[src/cam_cfg_settings.svh]
`ifndef CAM_CFG_SETTINGS_SVH
`define CAM_CFG_SETTINGS_SVH

// clock rates, 40 sys_clk per serial bit
`define CAM_SYS_CLK_HZ   10_000_000
`define CAM_SCL_HZ       250_000

// 7-bit sensor address, r/w bit appended by the master
`define CAM_DEV_ADDR     7'h3C

// entries in the register table
`define CAM_TABLE_DEPTH  6

`endif

[src/cam_cfg_verify.sv]
`timescale 1ns/100ps
`default_nettype none

module cam_cfg_verify (
    input  wire         sys_clk,
    input  wire         sys_rst_n,
    input  wire         seq_start,
    input  wire         seq_end,
    input  wire         xfer_done,
    input  wire         xfer_nack,
    input  wire         check_en,
    input  wire  [7:0]  check_value,
    input  wire  [7:0]  rdata,
    output logic [2:0]  mismatch_count,
    output logic        nack_seen,
    output logic        cfg_error,
    output logic        cfg_done
);

    always_ff @(posedge sys_clk or negedge sys_rst_n) begin
        if (!sys_rst_n) begin
            mismatch_count <= '0;
            nack_seen      <= 1'b0;
            cfg_error      <= 1'b0;
            cfg_done       <= 1'b0;
        end else begin
            cfg_done <= seq_end;

            if (seq_start) begin
                mismatch_count <= '0;   // fresh status per run
                nack_seen      <= 1'b0;
                cfg_error      <= 1'b0;
            end else if (xfer_done) begin
                if (xfer_nack)
                    nack_seen <= 1'b1;
                else if (check_en && rdata != check_value && mismatch_count != 3'd7)
                    mismatch_count <= mismatch_count + 1'b1;   // saturates
            end

            if (seq_end)
                cfg_error <= (mismatch_count != '0) || nack_seen;
        end
    end

endmodule

`default_nettype wire

[config.mk]
export PLATFORM = sky130hd
export DESIGN_NAME = cam_cfg_verify
export DESIGN_NICKNAME = d
export VERILOG_FILES = /design/src/cam_cfg_settings.svh /design/src/cam_cfg_verify.sv
export SDC_FILE = /design/constraint.sdc
export NUM_CORES = 1
export LEC_CHECK = 0
export BUFFER_PORTS_ARGS = -buffer_cell sky130_fd_sc_hd__buf_2
export CAP_MARGIN = 20
export CORE_AREA = 2 2 39 41
export DETAILED_ROUTE_END_ITERATION = 6
export DIE_AREA = 0 0 41 43
export SYNTH_ARGS = -nofsm -noshare
export SYNTH_HDL_FRONTEND = slang
export SYNTH_SLANG_ARGS = --single-unit
[constraint.sdc]
create_clock -name sys_clk -period 2.4 [get_ports sys_clk]
set_clock_uncertainty 0.2 [all_clocks]
set_input_delay 0.12 -clock sys_clk [delete_from_list [all_inputs] [get_ports sys_clk]]
set_output_delay 0.12 -clock sys_clk [all_outputs]
set_load 0.005 [all_outputs]
==> run_results.csv <==
group,metric,value,unit
synthesis,avgSynthCellArea,11.0,µm²
synthesis,yosys-top-cells-area,"dfrtp_1 (36%), xor2_1 (17%), ha_1 (9.0%)",
route,vias,384,
grt,antenna_found_initial,0,
power_and_ir_drop,powerDensity,418,nW/µm²
grt,grt_usage,0.112,
route,firstDrtPassIters,4,
cells_and_area,fillers,145,
power_and_ir_drop,p_leak,0.337,nW
floorplan,core,1380,µm²
grt,grt_pass1_wl,1300,µm
cts,cts_buffers,3,
synthesis,synth_warnings,0,
floorplan,io_pins,29,
place,place_ws,601,ps
setup_path,path_delay_family,"adder cells",
route,drc,0,
setup_path,path_cells,"ha_1 > ha_1 > a2111oi_4 > mux2_4",
floorplan,die-area,1760,µm²
sta,worst_pin_slew,402,ps
place,io_buffers,28,
place,place_inst,82,
cts,cts_sinks,6,
sta,finalCritPeriodShare,0.744,
sta,rsz0062_at_grt,"no",
setup_path,cp.required,2330,ps
min_path,worstHoldPathType,"in2reg",
cts,cts.htree.levels,1,
route,vias_per_cell,4.31,
cts,holdBufCountCts,4,
sta,setup_slack,615,ps
synthesis,synth-seq-cells,6,
cts,cts_tree,"done",
place,gp_congestion,0.660,
route,detail_route.wl_per_cell,9.79,µm
sta,period_needed,1780,ps
setup_path,rr_worst_depth,4,
setup_path,critPathCaptureType,"flop",
cells_and_area,drive_above_1_share,0.479,
synthesis,netlist.area_leader.share,0.359,
setup_path,crit_top_cell,"ha_1",
setup_path,path_buf_inv,0,
cells_and_area,area_delta_synth_final,53.3,%
cts,cts_setup_buffers,0,
sta,setup_viol,0,
synthesis,synth_top_area_cell,"dfrtp_1",
sta,fin_setup_tns,0,ps
setup_path,cp-start-kind,"flop",
cts,cts_root_buf,"clkbuf_4",
setup_path,max_stage_delay,400,ps
place,dp.final_hpwl,692,µm
route,ant_nets,0,
status,status,"complete, no violations",
setup_path,critical_path.slowest_cell,"dfrtp_1",
power_and_ir_drop,finalPower,0.268,mW
route,drtIter0Drc,2,
setup_path,cp_max_fo,4,
synthesis,ys_types,13,
sta,holdWs,7.60,ps
run,drv_cap,0,
synthesis,syn-num-nets,64,
grt,grt_overflow,0,
cells_and_area,fin_util,0.463,
floorplan,fp.dieW,41,µm
cts,cts.path.max_buffers,2,
floorplan,fp-row-count,14,
cells_and_area,antenna_cells,0,
cells_and_area,final_cells,89,
sta,slew_headroom,0.732,
setup_path,cp_num_cells,4,
floorplan,start_util,0.302,
cells_and_area,nets,101,
cells_and_area,final_area,641,µm²
grt,grt_max_degree,9,
cts,ctsResizeCount,0,
cts,clk_latency,250,ps
sta,clock.fmax,560,MHz
floorplan,dieHeight,43,µm
place,dpl_cell_area,578,µm²
synthesis,synth_seq_area_share,0.359,
synthesis,synth_area,418,µm²
setup_path,cp.arrival,1720,ps
sta,finalHoldViolations,0,
min_path,hold_depth,3,
synthesis,synth_cells,38,
route,drt-total-wl,871,µm
grt,first_global_vias,345,
setup_path,worst-setup-path-type,"reg2reg",
power_and_ir_drop,peakVddDrop,0.235,mV
cts,clk_pin_slew,50,ps
sta,timing.final.max_slew_violations,0,
[worst min-delay path, cell delays in order]
cell and delay [ps]:
buf_2 120, a2111oi_4 60, mux2i_1 110
[Yosys cell counts]
master	number
nand2b_1	4
dfrtp_1	6
a2111oi_4	1
mux2i_1	2
a22o_1	1
nor2_1	5
mux2_4	1
nor4_2	2
a21oi_1	1
nand2_1	2
inv_1	2
ha_1	3
xor2_1	8
[power breakdown]
part | total, mW | switching [mW] | internal [mW]
Sequential | 0.109 | 0.00284 | 0.106
Combinational | 0.0631 | 0.0275 | 0.0356
Clock | 0.0955 | 0.0388 | 0.0567
[cells in the final DEF, fill, tap and decap left out, drive strengths merged]
| cell type | n |
|---|---|
| a22o | 1 |
| dfrtp | 6 |
| dlygate4sd3 | 4 |
| nor4 | 2 |
| nand2b | 4 |
| clkbuf | 3 |
| mux2 | 1 |
| nor2 | 5 |
| a2111oi | 1 |
| xor2 | 8 |
| mux2i | 2 |
| ha | 3 |
| inv | 2 |
| a21oi | 1 |
| buf | 28 |
| nand2 | 2 |
[state kept, by name (all words and copies together) (netlist names)]
register / flops
cfg_done: 1
cfg_error: 1
mismatch_count: 3
nack_seen: 1
[cell families (layout without fill, tap and decap cells)]
group,Yosys count,count (layout),share of synthesized area
XOR/XNOR,8,8,0.168
buffers and inverters,2,37,0.0180
adder cells (fa/ha/maj),3,3,0.0898
AND/OR/NAND/NOR,13,13,0.183
AO/OA/AOI/OAI,3,3,0.0988
flip-flops,6,6,0.359
multiplexers,3,3,0.0838
[path summary, 6_finish.rpt]
kind | from | endpoint | slack (ps)
min in group asynchronous | sys_rst_n | mismatch_count[1]$_DFFE_PN0P_ | 20
max in group asynchronous | sys_rst_n | cfg_done$_DFF_PN0_ | 1830
setup / recovery | mismatch_count[0]$_DFFE_PN0P_ | mismatch_count[0]$_DFFE_PN0P_ | 620
hold reg to reg | cfg_error$_DFFE_PN0P_ | cfg_error$_DFFE_PN0P_ | 300
hold / removal | xfer_nack | mismatch_count[2]$_DFFE_PN0P_ | 8
setup reg to reg | mismatch_count[0]$_DFFE_PN0P_ | mismatch_count[0]$_DFFE_PN0P_ | 620
[final cells by class]
type	count	area (µm²)	share of cell area
tap	16	20.0	0.0313
inverter	2	7.51	0.0117
clock buffer	3	22.5	0.0352
multi-input combinational	30	260	0.406
timing repair buffer	32	180	0.281
sequential	6	150	0.234
[per-layer routing]
layer  vias up  track usage  part of all wire
li1        199            -                 -
met3         0       0.0314              0.13
met4         0       0.0600                 0
met2        22        0.169              0.45
met5         -            0                 0
met1       163        0.136              0.42
Note: power is estimated with default switching activity, not from simulation.
