File: config.mk
export PLATFORM = sky130hd
export DESIGN_NAME = cam_cfg_sequencer
export DESIGN_NICKNAME = d
export VERILOG_FILES = /design/src/i2c_bus_pkg.sv /design/src/cam_cfg_pkg.sv /design/src/cam_cfg_sequencer.sv
export VERILOG_INCLUDE_DIRS = /design/src /design/src/src
export SDC_FILE = /design/constraint.sdc
export NUM_CORES = 1
export LEC_CHECK = 0
export CORE_MARGIN = 5
export CORE_UTILIZATION = 40
export CTS_CLUSTER_SIZE = 28
export DETAILED_ROUTE_END_ITERATION = 8
export DONT_BUFFER_PORTS = 1
export PLACE_DENSITY = 0.58
export SKIP_CTS_REPAIR_TIMING = 1
export SLEW_MARGIN = 40
export SYNTH_ARGS = -nofsm -noshare
export SYNTH_HDL_FRONTEND = slang
export SYNTH_SLANG_ARGS = --single-unit
File: constraint.sdc
create_clock -name sys_clk -period 4 [get_ports sys_clk]
set_clock_uncertainty 0.05 [all_clocks]
set_input_delay 0.6 -clock sys_clk [delete_from_list [all_inputs] [get_ports sys_clk]]
set_output_delay 0.6 -clock sys_clk [all_outputs]
set_load 0.005 [all_outputs]
File: src/cam_cfg_settings.svh
`ifndef CAM_CFG_SETTINGS_SVH
`define CAM_CFG_SETTINGS_SVH

// clock rates, 40 sys_clk per serial bit
`define CAM_SYS_CLK_HZ   10_000_000
`define CAM_SCL_HZ       250_000

// 7-bit sensor address, r/w bit appended by the master
`define CAM_DEV_ADDR     7'h3C

// entries in the register table
`define CAM_TABLE_DEPTH  6

`endif

File: src/i2c_bus_pkg.sv
`default_nettype none

package i2c_bus_pkg;

    typedef enum logic {
        BUS_WRITE,
        BUS_READ
    } bus_op_t;

    // one register access, start to stop
    typedef enum logic [3:0] {
        PH_IDLE, PH_START, PH_DEV_ADDR, PH_ACK,
        PH_ADDR_HI, PH_ADDR_LO, PH_WDATA, PH_RSTART,
        PH_RD_ADDR, PH_RDATA, PH_NACK, PH_STOP
    } master_phase_t;

endpackage

`default_nettype wire

File: src/cam_cfg_pkg.sv
`default_nettype none

package cam_cfg_pkg;

    typedef enum logic {
        KIND_SET,     // write value
        KIND_CHECK    // read back, compare with value
    } entry_kind_t;

    // one line of the sensor register table
    typedef struct packed {
        entry_kind_t  kind;
        logic [15:0]  reg_addr;
        logic [7:0]   value;
    } cfg_entry_t;

endpackage

`default_nettype wire

File: src/cam_cfg_sequencer.sv
`timescale 1ns/100ps
`default_nettype none

`include "cam_cfg_settings.svh"

module cam_cfg_sequencer
    import i2c_bus_pkg::*, cam_cfg_pkg::*;
(
    input  wire           sys_clk,
    input  wire           sys_rst_n,
    input  wire           cfg_start,
    input  wire           xfer_done,
    input  wire           xfer_nack,
    output logic          cmd_valid,
    output bus_op_t       cmd_op,
    output logic [15:0]   cmd_addr,
    output logic [7:0]    cmd_wdata,
    output logic          check_en,
    output logic [7:0]    check_value,
    output logic          seq_start,
    output logic          seq_end,
    output logic          cfg_busy
);

    localparam int IDX_W = $clog2(`CAM_TABLE_DEPTH);
    localparam int LAST  = `CAM_TABLE_DEPTH - 1;

    logic [IDX_W-1:0] idx;
    logic             issue_pend;
    cfg_entry_t       entry;

    ////////////////////
    // register table
    ////////////////////

    always_comb begin
        case (idx)
            3'd0:    entry = '{KIND_SET,   16'h3008, 8'h82};   // soft reset
            3'd1:    entry = '{KIND_SET,   16'h3103, 8'h03};
            3'd2:    entry = '{KIND_SET,   16'h3017, 8'hFF};   // pad enables
            3'd3:    entry = '{KIND_SET,   16'h3018, 8'hFF};
            3'd4:    entry = '{KIND_CHECK, 16'h3103, 8'h03};
            3'd5:    entry = '{KIND_CHECK, 16'h300A, 8'h56};   // chip id
            default: entry = '{KIND_SET,   16'h0000, 8'h00};
        endcase
    end

    assign cmd_op      = (entry.kind == KIND_CHECK) ? BUS_READ : BUS_WRITE;
    assign cmd_addr    = entry.reg_addr;
    assign cmd_wdata   = entry.value;
    assign check_en    = cfg_busy && (entry.kind == KIND_CHECK);
    assign check_value = entry.value;

    ////////////////////
    // run control
    ////////////////////

    always_ff @(posedge sys_clk or negedge sys_rst_n) begin
        if (!sys_rst_n) begin
            idx        <= '0;
            issue_pend <= 1'b0;
            cmd_valid  <= 1'b0;
            seq_start  <= 1'b0;
            seq_end    <= 1'b0;
            cfg_busy   <= 1'b0;
        end else begin
            seq_start  <= 1'b0;
            seq_end    <= 1'b0;
            cmd_valid  <= issue_pend;   // one cycle behind the request
            issue_pend <= 1'b0;

            if (cfg_start && !cfg_busy) begin
                cfg_busy   <= 1'b1;
                idx        <= '0;
                seq_start  <= 1'b1;
                issue_pend <= 1'b1;
            end else if (cfg_busy && xfer_done) begin
                if (xfer_nack || idx == IDX_W'(LAST)) begin
                    cfg_busy <= 1'b0;     // finished or aborted
                    seq_end  <= 1'b1;
                end else begin
                    idx        <= idx + 1'b1;
                    issue_pend <= 1'b1;
                end
            end
        end
    end

endmodule

`default_nettype wire

==> flow_metrics.py <==
metrics = {
    "logic_synthesis": {
        "ys.flop_type": "dfrtp_1",
        "synthSimpleGateAreaFrac_pct": 17.11,
        "synth_fa_ha_area_share_pct": 9.398,
        "synth_edf_count": 0,
        "syn_avg_cell_area_um2": 8.875,
        "yosysTopAreaCell": "dfrtp_1",
        "synth_compound_area_share_pct": 6.391,
        "syn_area_um2": 665.6,
        "yosys-top-cells-count": "buf_4 (22), nand2_1 (9), dfrtp_1 (8), nor2_1 (8), inv_1 (7)",
        "synth_warnings": 0,
        "synth.most_common_cell": "buf_4",
        "async_reset_ff_share_pct": 100.0,
        "yosysTopAreaCellShare_pct": 30.08,
        "synth.area.mux_share_pct": 6.015,
        "ys_ff_latch": 8,
        "synth_cell_types": 18,
        "ys_seq_area_share_pct": 30.08,
        "synth.area.top_cells": "dfrtp_1 (30%), buf_4 (25%), ha_1 (9.4%), mux2i_1 (6.0%), nand2_1 (5.1%)",
        "synth_xor_area_share_pct": 0,
        "synth_top_family_by_area": "buffers and inverters",
        "synthCells": 75,
    },
    "finish": {
        "num-nets-final": 75,
        "areaGrowthSynthToFinish_pct": -14.66,
        "finalNonFillerCells": 79,
        "multi_input_area_um2": 289.0,
        "final_layout_size_suffix_gt1_share_pct": 9.524,
        "seq_area_um2": 200.2,
        "diodes": 0,
        "fillers": 167,
    },
    "grt": {
        "grt_pass1_wl_mm": 1.704,
        "grt_max_degree": 11,
        "grt_overflow": 0,
        "globalRouteTotalUtil_pct": 8.845,
        "grt_pass1_vias": 389,
        "antenna_found_initial": 0,
    },
    "cts": {
        "clk_latency_ps": 250,
        "numCtsBuffers": 3,
        "clockBufferDepth": 2,
        "clk_pin_slew_worst_paths_ps": 50,
        "htree_levels": 1,
        "root_buffer": "clkbuf_4",
        "cts_sinks": 8,
        "cts_tree": "built",
    },
    "floorplan": {
        "row_count": 14,
        "io_pins": 43,
        "initial_core_util_pct": 43.18,
        "dieArea_mm2": 0.002580,
        "core_area_mm2": 0.001541,
        "chipHeight_um": 50.80,
        "die_x_um": 50.80,
    },
    "setup_path": {
        "crit_chain": "inv_1 -> ha_1 -> nor2_1 -> nand2_1",
        "r2r_start": "idx[0]$_DFFE_PN0P_",
        "critPathTopFamily": "flip-flops",
        "arrival_ps": 1690,
        "critPathLaunchType": "flop",
        "cp.depth": 4,
        "reg2regPathDepth": 4,
        "reg2reg_to": "idx[0]$_DFFE_PN0P_",
        "required_ps": 3350,
        "crit_slowest_cell": "dfrtp_1",
        "end_kind": "output pin",
        "path_buf_inv": 1,
        "max_stage_delay_ps": 570,
        "path_max_fanout": 10,
        "crit_type": "reg -> out",
        "crit_start": "idx[2]$_DFFE_PN0P_",
        "r2r_slack_ps": 2640,
    },
    "placed_design": {
        "dp_hpwl_um": 850.1,
        "place_congestion": 0.7401,
        "dp.cells": 75,
        "io_buffer_count": 0,
    },
    "timing": {
        "whs_ps": 299.7,
        "fin_crit_sh_pct": 58.38,
        "slew_violations": 0,
        "hold_viol": 0,
        "fin_crit_ps": 2335,
        "tns_ps": 0,
        "finalSetupViolCount": 0,
        "max_freq_mhz": 428.2,
        "rsz0062_at_grt": "false",
    },
    "routing": {
        "via_per_inst": 4.911,
        "vias": 388,
        "wire_per_inst_um": 13.29,
        "drt-initial-drc-count": 2,
        "firstDrtPassIters": 2,
        "postRouteAntennaNets": 0,
        "wirelength_mm": 1.050,
        "drc": 0,
    },
    "pwr": {
        "power.leakage_nw": 0.3240,
        "power.ir.vdd_worst_mv": 0.2234,
        "powerDensity_mw_per_mm2": 795.9,
        "fin_total_pwr_mw": 0.4521,
    },
    "run": {
        "drv_cap": 0,
    },
    "hold_path": {
        "hp-class": "reg -> reg",
        "holdPathEnd": "cmd_valid$_DFF_PN0_",
        "hold_start": "issue_pend$_DFF_PN0_",
        "hold-path-cell-count": 0,
    },
    "outcome": {
        "status": "completed",
    },
}
[how the worst max path moves through the flow]
| stage | to | slack, ps |
|---|---|---|
| finish | cmd_wdata[2] | 1660 |
| global route | check_value[2] | 1490 |
| CTS | cmd_wdata[2] | 1660 |
| detailed placement | cmd_wdata[2] | 1940 |
| global placement | cmd_wdata[2] | 1990 |
| floorplan | check_value[4] | 2030 |
[power by group]
group	leakage [nW]	total [mW]	switching [mW]	internal, mW
logic	0.209	0.261	0.177	0.0834
clock network	0.0138	0.0616	0.0273	0.0343
registers	0.101	0.130	0.0286	0.101
[cell usage in the layout (no fill, tap or decap)]
cell type / instances
nand3_4: 1
clkbuf_4: 3
inv_1: 7
and2_1: 1
nor2_1: 8
conb_1: 8
o21bai_1: 1
nand2_1: 9
mux2i_1: 4
nor2b_2: 1
a21oi_4: 1
nor3_1: 1
dlygate4sd3_1: 1
ha_1: 5
nand2b_1: 2
o32a_1: 1
a211o_1: 1
dfrtp_1: 8
[registers in the layout (all words and copies together) (netlist names)]
register    count
seq_start       1
cfg_busy        1
idx             3
issue_pend      1
seq_end         1
cmd_valid       1
[final cells by class]
type / instances / share of cell area [%]
multi-input combinational: 44 / 50.88
sequential: 8 / 35.24
inverter: 7 / 4.626
clock buffer: 3 / 3.965
tap: 16 / 3.524
timing repair buffer: 1 / 1.762
[cell families (layout without fill, tap and decap cells)]
group                      after synthesis  in the layout
DFF                                      8              8
AOI/OAI and AO/OA                        4              4
and+or+nand+nor                         23             23
buffers and inverters                   30             11
other                                    1              8
muxes                                    4              4
adders and majority gates                5              5
[stage by stage]
stage | utilization, % | area, µm² | worst slack, ps
after detailed placement | 34.74 | 535.5 | 1944
after global routing | 36.85 | 568.0 | 1490
after CTS | 36.20 | 558.0 | 1656
after floorplan | - | 691.9 | 2031
final | 36.85 | 568.0 | 1665
after global placement | 34.74 | 535.5 | 1985
[layer usage]
layer  vias up  wire, µm  track usage, %
met4         0         0           1.277
met1       186       393           8.797
met5         -         0               0
met2        21       529           14.88
li1        181         -               -
met3         0       127           6.805
Power figures use the tool's default switching activity.
