==> config.mk <==
export PLATFORM = sky130hd
export DESIGN_NAME = i2c_scl_gen
export DESIGN_NICKNAME = d
export VERILOG_FILES = /design/src/i2c_scl_gen.sv
export VERILOG_INCLUDE_DIRS = /design/src /design/src/src
export SDC_FILE = /design/constraint.sdc
export NUM_CORES = 1
export LEC_CHECK = 0
export BUFFER_PORTS_ARGS = -buffer_cell sky130_fd_sc_hd__buf_2
export CAP_MARGIN = 10
export CORE_AREA = 2 2 39 41
export DETAILED_ROUTE_END_ITERATION = 10
export DIE_AREA = 0 0 41 43
export GPL_TIMING_DRIVEN = 0
export PLACE_DENSITY = 0.5
export SLEW_MARGIN = 5
export SYNTH_ARGS = -nofsm -noshare
export SYNTH_HDL_FRONTEND = slang
export SYNTH_SLANG_ARGS = --single-unit
==> constraint.sdc <==
create_clock -name sys_clk -period 1.8 [get_ports sys_clk]
set_input_delay 0.18 -clock sys_clk [delete_from_list [all_inputs] [get_ports sys_clk]]
set_output_delay 0.18 -clock sys_clk [all_outputs]
set_load 0.02 [all_outputs]
==> src/cam_cfg_settings.svh <==
`ifndef CAM_CFG_SETTINGS_SVH
`define CAM_CFG_SETTINGS_SVH

// clock rates, 40 sys_clk per serial bit
`define CAM_SYS_CLK_HZ   10_000_000
`define CAM_SCL_HZ       250_000

// 7-bit sensor address, r/w bit appended by the master
`define CAM_DEV_ADDR     7'h3C

// entries in the register table
`define CAM_TABLE_DEPTH  6

`endif

==> src/i2c_scl_gen.sv <==
`timescale 1ns/100ps
`default_nettype none

`include "cam_cfg_settings.svh"

module i2c_scl_gen (
    input  wire   sys_clk,
    input  wire   sys_rst_n,
    output logic  scl,
    output logic  scl_hi_mid,
    output logic  scl_lo_mid
);

    localparam int DIV   = `CAM_SYS_CLK_HZ / `CAM_SCL_HZ;
    localparam int CNT_W = $clog2(DIV);

    logic [CNT_W-1:0] div_cnt;

    always_ff @(posedge sys_clk or negedge sys_rst_n) begin
        if (!sys_rst_n) begin
            div_cnt    <= '0;
            scl        <= 1'b1;   // bus idles high
            scl_hi_mid <= 1'b0;
            scl_lo_mid <= 1'b0;
        end else begin
            div_cnt <= (div_cnt == CNT_W'(DIV - 1)) ? '0 : div_cnt + 1'b1;

            if (div_cnt == CNT_W'(DIV / 2 - 1))
                scl <= 1'b0;
            else if (div_cnt == CNT_W'(DIV - 1))
                scl <= 1'b1;

            // quarter points land mid high and mid low
            scl_hi_mid <= (div_cnt == CNT_W'(DIV / 4));
            scl_lo_mid <= (div_cnt == CNT_W'(DIV / 2 + DIV / 4));
        end
    end

endmodule

`default_nettype wire

==> out/results.tsv, run 1 <==
metric	value	unit
start_util	28.48	%
drv_cap	0	
crit_fanout	5	
period_share	77.21	%
hold_path.class	in2async	
hold_viol	0	
diodes	0	
ff_latch_area	226.5	µm²
drive_gt1_share	23.26	%
synth_nets	38	
yosys_warnings	0	
routabilityCongestion	0.7164	
area_delta_synth_final	19.37	%
syn_inst	34	
placementRows	14	
clk_pin_slew	0.06	ns
grt_pass1_vias	257	
io_pins	5	
path_cells	ha_1, inv_2, o41a_1, a211o_1	
via_per_inst	4.559	
p_per_area	763.5	mW/mm²
fillers	146	
multi_input_area	152.6	µm²
critPathRequiredTime	1.99	ns
cts_setup_buffers	0	
clk-insertion-delay-late	0.26	ns
cts_tree	done	
final_cell_mix	dfrtp_1 (8), buf_2 (4), inv_1 (3), clkbuf_4 (3)	
drc_errors	0	
grt_max_degree	10	
finalMaxSlewViolations	0	
fin_nets	48	
synthesis.area	394.1	µm²
ys_types	21	
skew	0.007319	ns
dr.pass1.iters	2	
vias	269	
synthTopCellsByArea	dfrtp_1 (51%), dfstp_2 (6.7%), ha_1 (6.3%), inv_1 (2.9%), mux2_2 (2.9%)	
start_kind	flop	
worst_slew_pin_slew	0.2809	ns
syn_area_per_cell	11.59	µm²
fmax	719.6	MHz
setup_viol	0	
grt.overflow.total	0	
cts_root_buffer	clkbuf_4	
relSlewSlack	81.24	%
ys_seq_elements	9	
path_buf_inv	1	
antenna_left	0	
status	finished clean	
dp_hpwl	436.8	µm
clock_path_buffers	2	
synth_top_area_cell	dfrtp_1	
drt_iter0_drc	4	
rsz0062_at_grt	false	
antenna_found_initial	0	
die_w	41	µm
core	0.001384	mm²
setup_ws	0.4103	ns
port_buffers	4	
die_area	0.001763	mm²
die_y	43	µm
setup_tns	0	ns
yosysSeqAreaShare	57.46	%
cts_sinks	9	
path_class	reg2reg	
wirelength	617	µm
post_drt_wl_per_cell	10.46	µm
layout_commonest_cell	dfrtp_1	
cp.arrival	1.58	ns
grt_pass1_wl	1055	µm
p_leak	0.2148	nW
post-route-min-period	1.390	ns
yosysTopAreaCellShare	50.79	%
reg2reg_slack	0.41	ns
cts_buffers	3	
grt_util_all_layers	9.625	%
cp_slowest_cell	o41a_1	
crit_family	compound AO/OA/AOI/OAI gates	
endpoint_kind	flop	
pre_cts_slack	0.4187	ns
peakVddDrop	345.8	µV
h-tree-depth	1	
critical_path.max_stage_delay	0.40	ns
[per-layer routing]
metal	track usage (%)	wire length, µm	vias to the layer above
met5	0	0	-
met4	8.000	10	0
met3	6.283	37	2
met2	11.88	273	7
met1	10.93	295	122
li1	-	-	138
[layout make-up]
type / count / share of cell area (%)
Clock buffer: 4 / 5.585
Multi-Input combinational cell: 21 / 32.45
Timing Repair Buffer: 5 / 6.383
Tap cell: 16 / 4.255
Sequential cell: 9 / 48.14
Inverter: 4 / 3.191
[stage by stage]
step                power [mW]  util, %  hold slack, ns  area (µm²)  instances
floorplan               0.2061        -         -0.1156       394.1         34
global placement        0.2108    31.37         0.03926       434.2         54
detailed placement      0.2108    31.37         0.03794       434.2         54
CTS                     0.3674    34.00          0.3001       470.5         59
global route            0.3758    34.00          0.3297       470.5         59
finish                  0.3592    34.00          0.2982       470.5         59
[cells in the mapped netlist]
| cell type | number |
|---|---|
| nor3b_1 | 1 |
| nand2_1 | 2 |
| a21oi_1 | 2 |
| a211o_1 | 1 |
| nor2_1 | 1 |
| dfrtp_1 | 8 |
| nor4_1 | 1 |
| inv_1 | 3 |
| and3_1 | 1 |
| nand3b_1 | 1 |
| nor3_1 | 2 |
| a31oi_1 | 1 |
| o41a_1 | 1 |
| nand3_1 | 1 |
| dfstp_2 | 1 |
| mux2_2 | 1 |
| xnor2_1 | 1 |
| inv_2 | 1 |
| xor2_1 | 1 |
| ha_1 | 2 |
| and4_1 | 1 |
[kinds of logic (layout without fill, tap and decap cells)]
kind of cell	Yosys count	in the layout	synth area share [%]
simple gates	11	11	15.88
flops	9	9	57.46
compound gates	5	5	9.208
buf+inv	4	13	3.808
fa+ha+maj	2	2	6.348
xor+xnor	2	2	4.445
mux	1	1	2.857
[path summary, 6_finish.rpt]
| path | from | end | cells past startpoint |
|---|---|---|---|
| max in group asynchronous | sys_rst_n | scl | 2 |
| hold reg to reg | div_cnt[0] | div_cnt[0] | 1 |
| setup reg to reg | div_cnt[0] | scl | 4 |
| setup / recovery | div_cnt[0] | scl | 4 |
| hold / removal | sys_rst_n | div_cnt[5] | 2 |
| min in group sys_clk | div_cnt[0] | div_cnt[0] | 1 |
[sequential cells by signal, indices dropped and copies added, names as in the netlist]
register    count
scl_hi_mid      1
scl_lo_mid      1
div_cnt         6
scl             1
[where the power goes]
part           switching [mW]  internal, mW  total [mW]
logic                 0.00385       0.00221     0.00607
clock network          0.0656        0.0851       0.151
registers                   0         0.202       0.202
[timing repair]
item                                   in CTS  in global routing
hold buffers                                1                  0
endpoints found under the hold margin       9                  0
gates resized for setup                     0                  0
Note: power is estimated with default switching activity, not from simulation.
==> run 2: changes to the inputs <==
--- a/config.mk
+++ b/config.mk
@@ -12,7 +12,7 @@
 export DETAILED_ROUTE_END_ITERATION = 10
 export DIE_AREA = 0 0 41 43
 export GPL_TIMING_DRIVEN = 0
-export PLACE_DENSITY = 0.5
+export PLACE_DENSITY = 0.52
 export SLEW_MARGIN = 5
 export SYNTH_ARGS = -nofsm -noshare
 export SYNTH_HDL_FRONTEND = slang
==> constraint.sdc (replaced) <==
create_clock -name sys_clk -period 1.12 [get_ports sys_clk]
set_input_delay 0.112 -clock sys_clk [delete_from_list [all_inputs] [get_ports sys_clk]]
set_output_delay 0.112 -clock sys_clk [all_outputs]
set_load 0.02 [all_outputs]
==> run 2 against run 1 <==
Net effect:
- the flow now finishes with violations (negative setup slack)
- register-to-register slack lost 0.50 ns
- clock skew shrank 0.0033 ns
- highest routed layer unchanged
- die area is the same
- largest cell class unchanged
- routed wire length grew 30%
- sequential share of layout area shrank 5.8 points
- power grew 64%
- critical path type unchanged
- non-clock buffer count grew 4
- critical path depth shrank 2
- count of clock-buffer cells in the layout is the same
- setup slack lost 0.50 ns
==> out/results.tsv, run 2 (same netlist as run 1, synthesis figures left out) <==
metric	value	unit	change
status	finished, violations left		
peakVddDrop	486.1	µV	+41%
path_buf_inv	0		-1
finalMaxSlewViolations	0		unchanged
fin_cells	63		+6.8%
drv_cap	0		unchanged
clk_pin_slew	0.06	ns	about the same
worst_slew_pin_slew	0.2883	ns	+0.007456 ns
fmax	829.5	MHz	+15%
crit_family	compound AO/OA/AOI/OAI gates		
antenna_found_initial	0		unchanged
drive_gt1_share	44.68	%	+21 points
violations	negative setup slack		
placementRows	14		unchanged
die_w	41	µm	unchanged
endpoint_kind	flop		
power.switching	124.3	µW	+79%
fillers	146		unchanged
grt.overflow.total	0		unchanged
core	0.001384	mm²	unchanged
start_util	28.48	%	unchanged
period_share	107.6	%	+30 points
skew	0.004045	ns	-0.003274 ns
die_area	0.001763	mm²	unchanged
setup_ws	-0.08558	ns	-0.4959 ns
p_leak	0.2363	nW	+10%
power.share.clock	43.2	%	+1.3 points
multi_input_area	188.9	µm²	+24%
rsz0062_at_grt	true		
relSlewSlack	80.78	%	-0.46 points
ff_latch_area	227.7	µm²	+0.55%
p_per_area	1098	mW/mm²	+44%
diodes	0		unchanged
clk-insertion-delay-late	0.27	ns	about the same
setup_viol	3		+3
io_pins	5		unchanged
clock_path_buffers	2		unchanged
via_per_inst	5.159		+13%
cts_tree	done		
cp.arrival	1.40	ns	-0.18 ns
path_cells	o41a_1, a211o_1		
grt_pass1_wl	1317	µm	+25%
post_drt_wl_per_cell	12.78	µm	+22%
regMostFlops	div_cnt		
hold_path.class	in2async		
combPwrFrac	1.7	%	about the same
grt_util_all_layers	12.27	%	+2.6 points
port_buffers	4		unchanged
dr.pass1.iters	4		+2
start_kind	flop		
critPathRequiredTime	1.32	ns	-0.67 ns
grt_max_degree	10		unchanged
cp_slowest_cell	dfrtp_1		
routabilityCongestion	0.7816		+9.1%
antenna_left	0		unchanged
layout_commonest_cell	dfrtp_1		
crit_fanout	8		+3
vias	325		+21%
power_frac_seq	55.1	%	-1.3 points
h-tree-depth	1		unchanged
area_delta_synth_final	36.51	%	
fin_nets	52		+8.3%
grt_pass1_vias	311		+21%
path_class	reg2reg		
cts_sinks	9		unchanged
cts_root_buffer	clkbuf_4		
largest_reg_flops	6		unchanged
hold_ws	0.2302	ns	-0.06794 ns
p_sw_share	21.04	%	+1.7 points
place_inst	54		unchanged
final_util	38.88	%	+4.9 points
cts_buffers	3		unchanged
critical_path.max_stage_delay	0.48	ns	+0.08 ns
p_int	466.4	µW	+61%
post-route-min-period	1.206	ns	-0.1841 ns
wirelength	805	µm	+30%
final_cell_mix	dfrtp_1 (7), buf_2 (4), buf_4 (4)		
die_y	43	µm	unchanged
drt_iter0_drc	9		+5
drc_errors	0		unchanged
setup_tns	-0.2419	ns	-0.2419 ns
hold_viol	0		unchanged
-- run 2: per-layer routing --
layer / GRT usage [%] / share of wire, % / vias to the layer above / wire (µm)
met4: 12.00 / 2.4 / 0 / 19
met2: 16.56 / 50 / 13 / 401
li1: - / - / 147 / -
met3: 6.283 / 8.1 / 4 / 65
met5: 0 / 0 / - / 0
met1: 12.62 / 40 / 161 / 318
-- run 2: worst register-to-register path: cells and delay by family, from the launching register on --
kind,cells,cell delay (ns)
AO/OA/AOI/OAI,2,0.67
flip-flops,1,0.48
-- run 2: cell type report --
cell class | count | area share (%)
Clock buffer | 4 | 4.884
Inverter | 4 | 2.791
Sequential cell | 9 | 42.33
Timing Repair Buffer | 9 | 11.16
Multi-Input combinational cell | 21 | 35.12
Tap cell | 16 | 3.721
-- run 2: through the flow --
stage | total power [mW] | setup WS, ns | area [µm²]
floorplan | 0.3312 | -0.08617 | 406.6
global placement | 0.3387 | -0.1192 | 446.7
detailed placement | 0.3390 | -0.1428 | 446.7
CTS | 0.5993 | -0.08612 | 530.5
global route | 0.6318 | -0.1334 | 538.0
finish | 0.5906 | -0.08558 | 538.0
-- run 2: path summary, 6_finish.rpt --
check	slack, ns	cells past startpoint	startpoint	endpoint
worst max-delay path	-0.09	2	div_cnt[5]	scl
worst min-delay path	0.23	2	sys_rst_n	scl_hi_mid
max in group asynchronous	0.64	2	sys_rst_n	scl
worst min register to register	0.54	1	div_cnt[2]	scl_hi_mid
worst max register to register	-0.09	2	div_cnt[5]	scl
min in group sys_clk	0.54	1	div_cnt[2]	scl_hi_mid
-- run 2: repair_timing --
item | CTS | global route
resized for setup | 4 | 2
buffers inserted | 4 | 0
hold buffers | 1 | 0
endpoints found under the setup margin | 4 | 6
pin swaps | 2 | 3
hold endpoints to repair | 9 | 0
-- run 2: power by group through the flow --
stage	clock network (mW)	registers, mW	logic, mW
2_1_floorplan	0	0.331	0.0000000660
3_3_place_gp	0	0.331	0.00753
3_5_place_dp	0	0.331	0.00789
4_1_cts	0.263	0.325	0.0108
5_1_grt	0.295	0.325	0.0119
6_report	0.255	0.325	0.0102
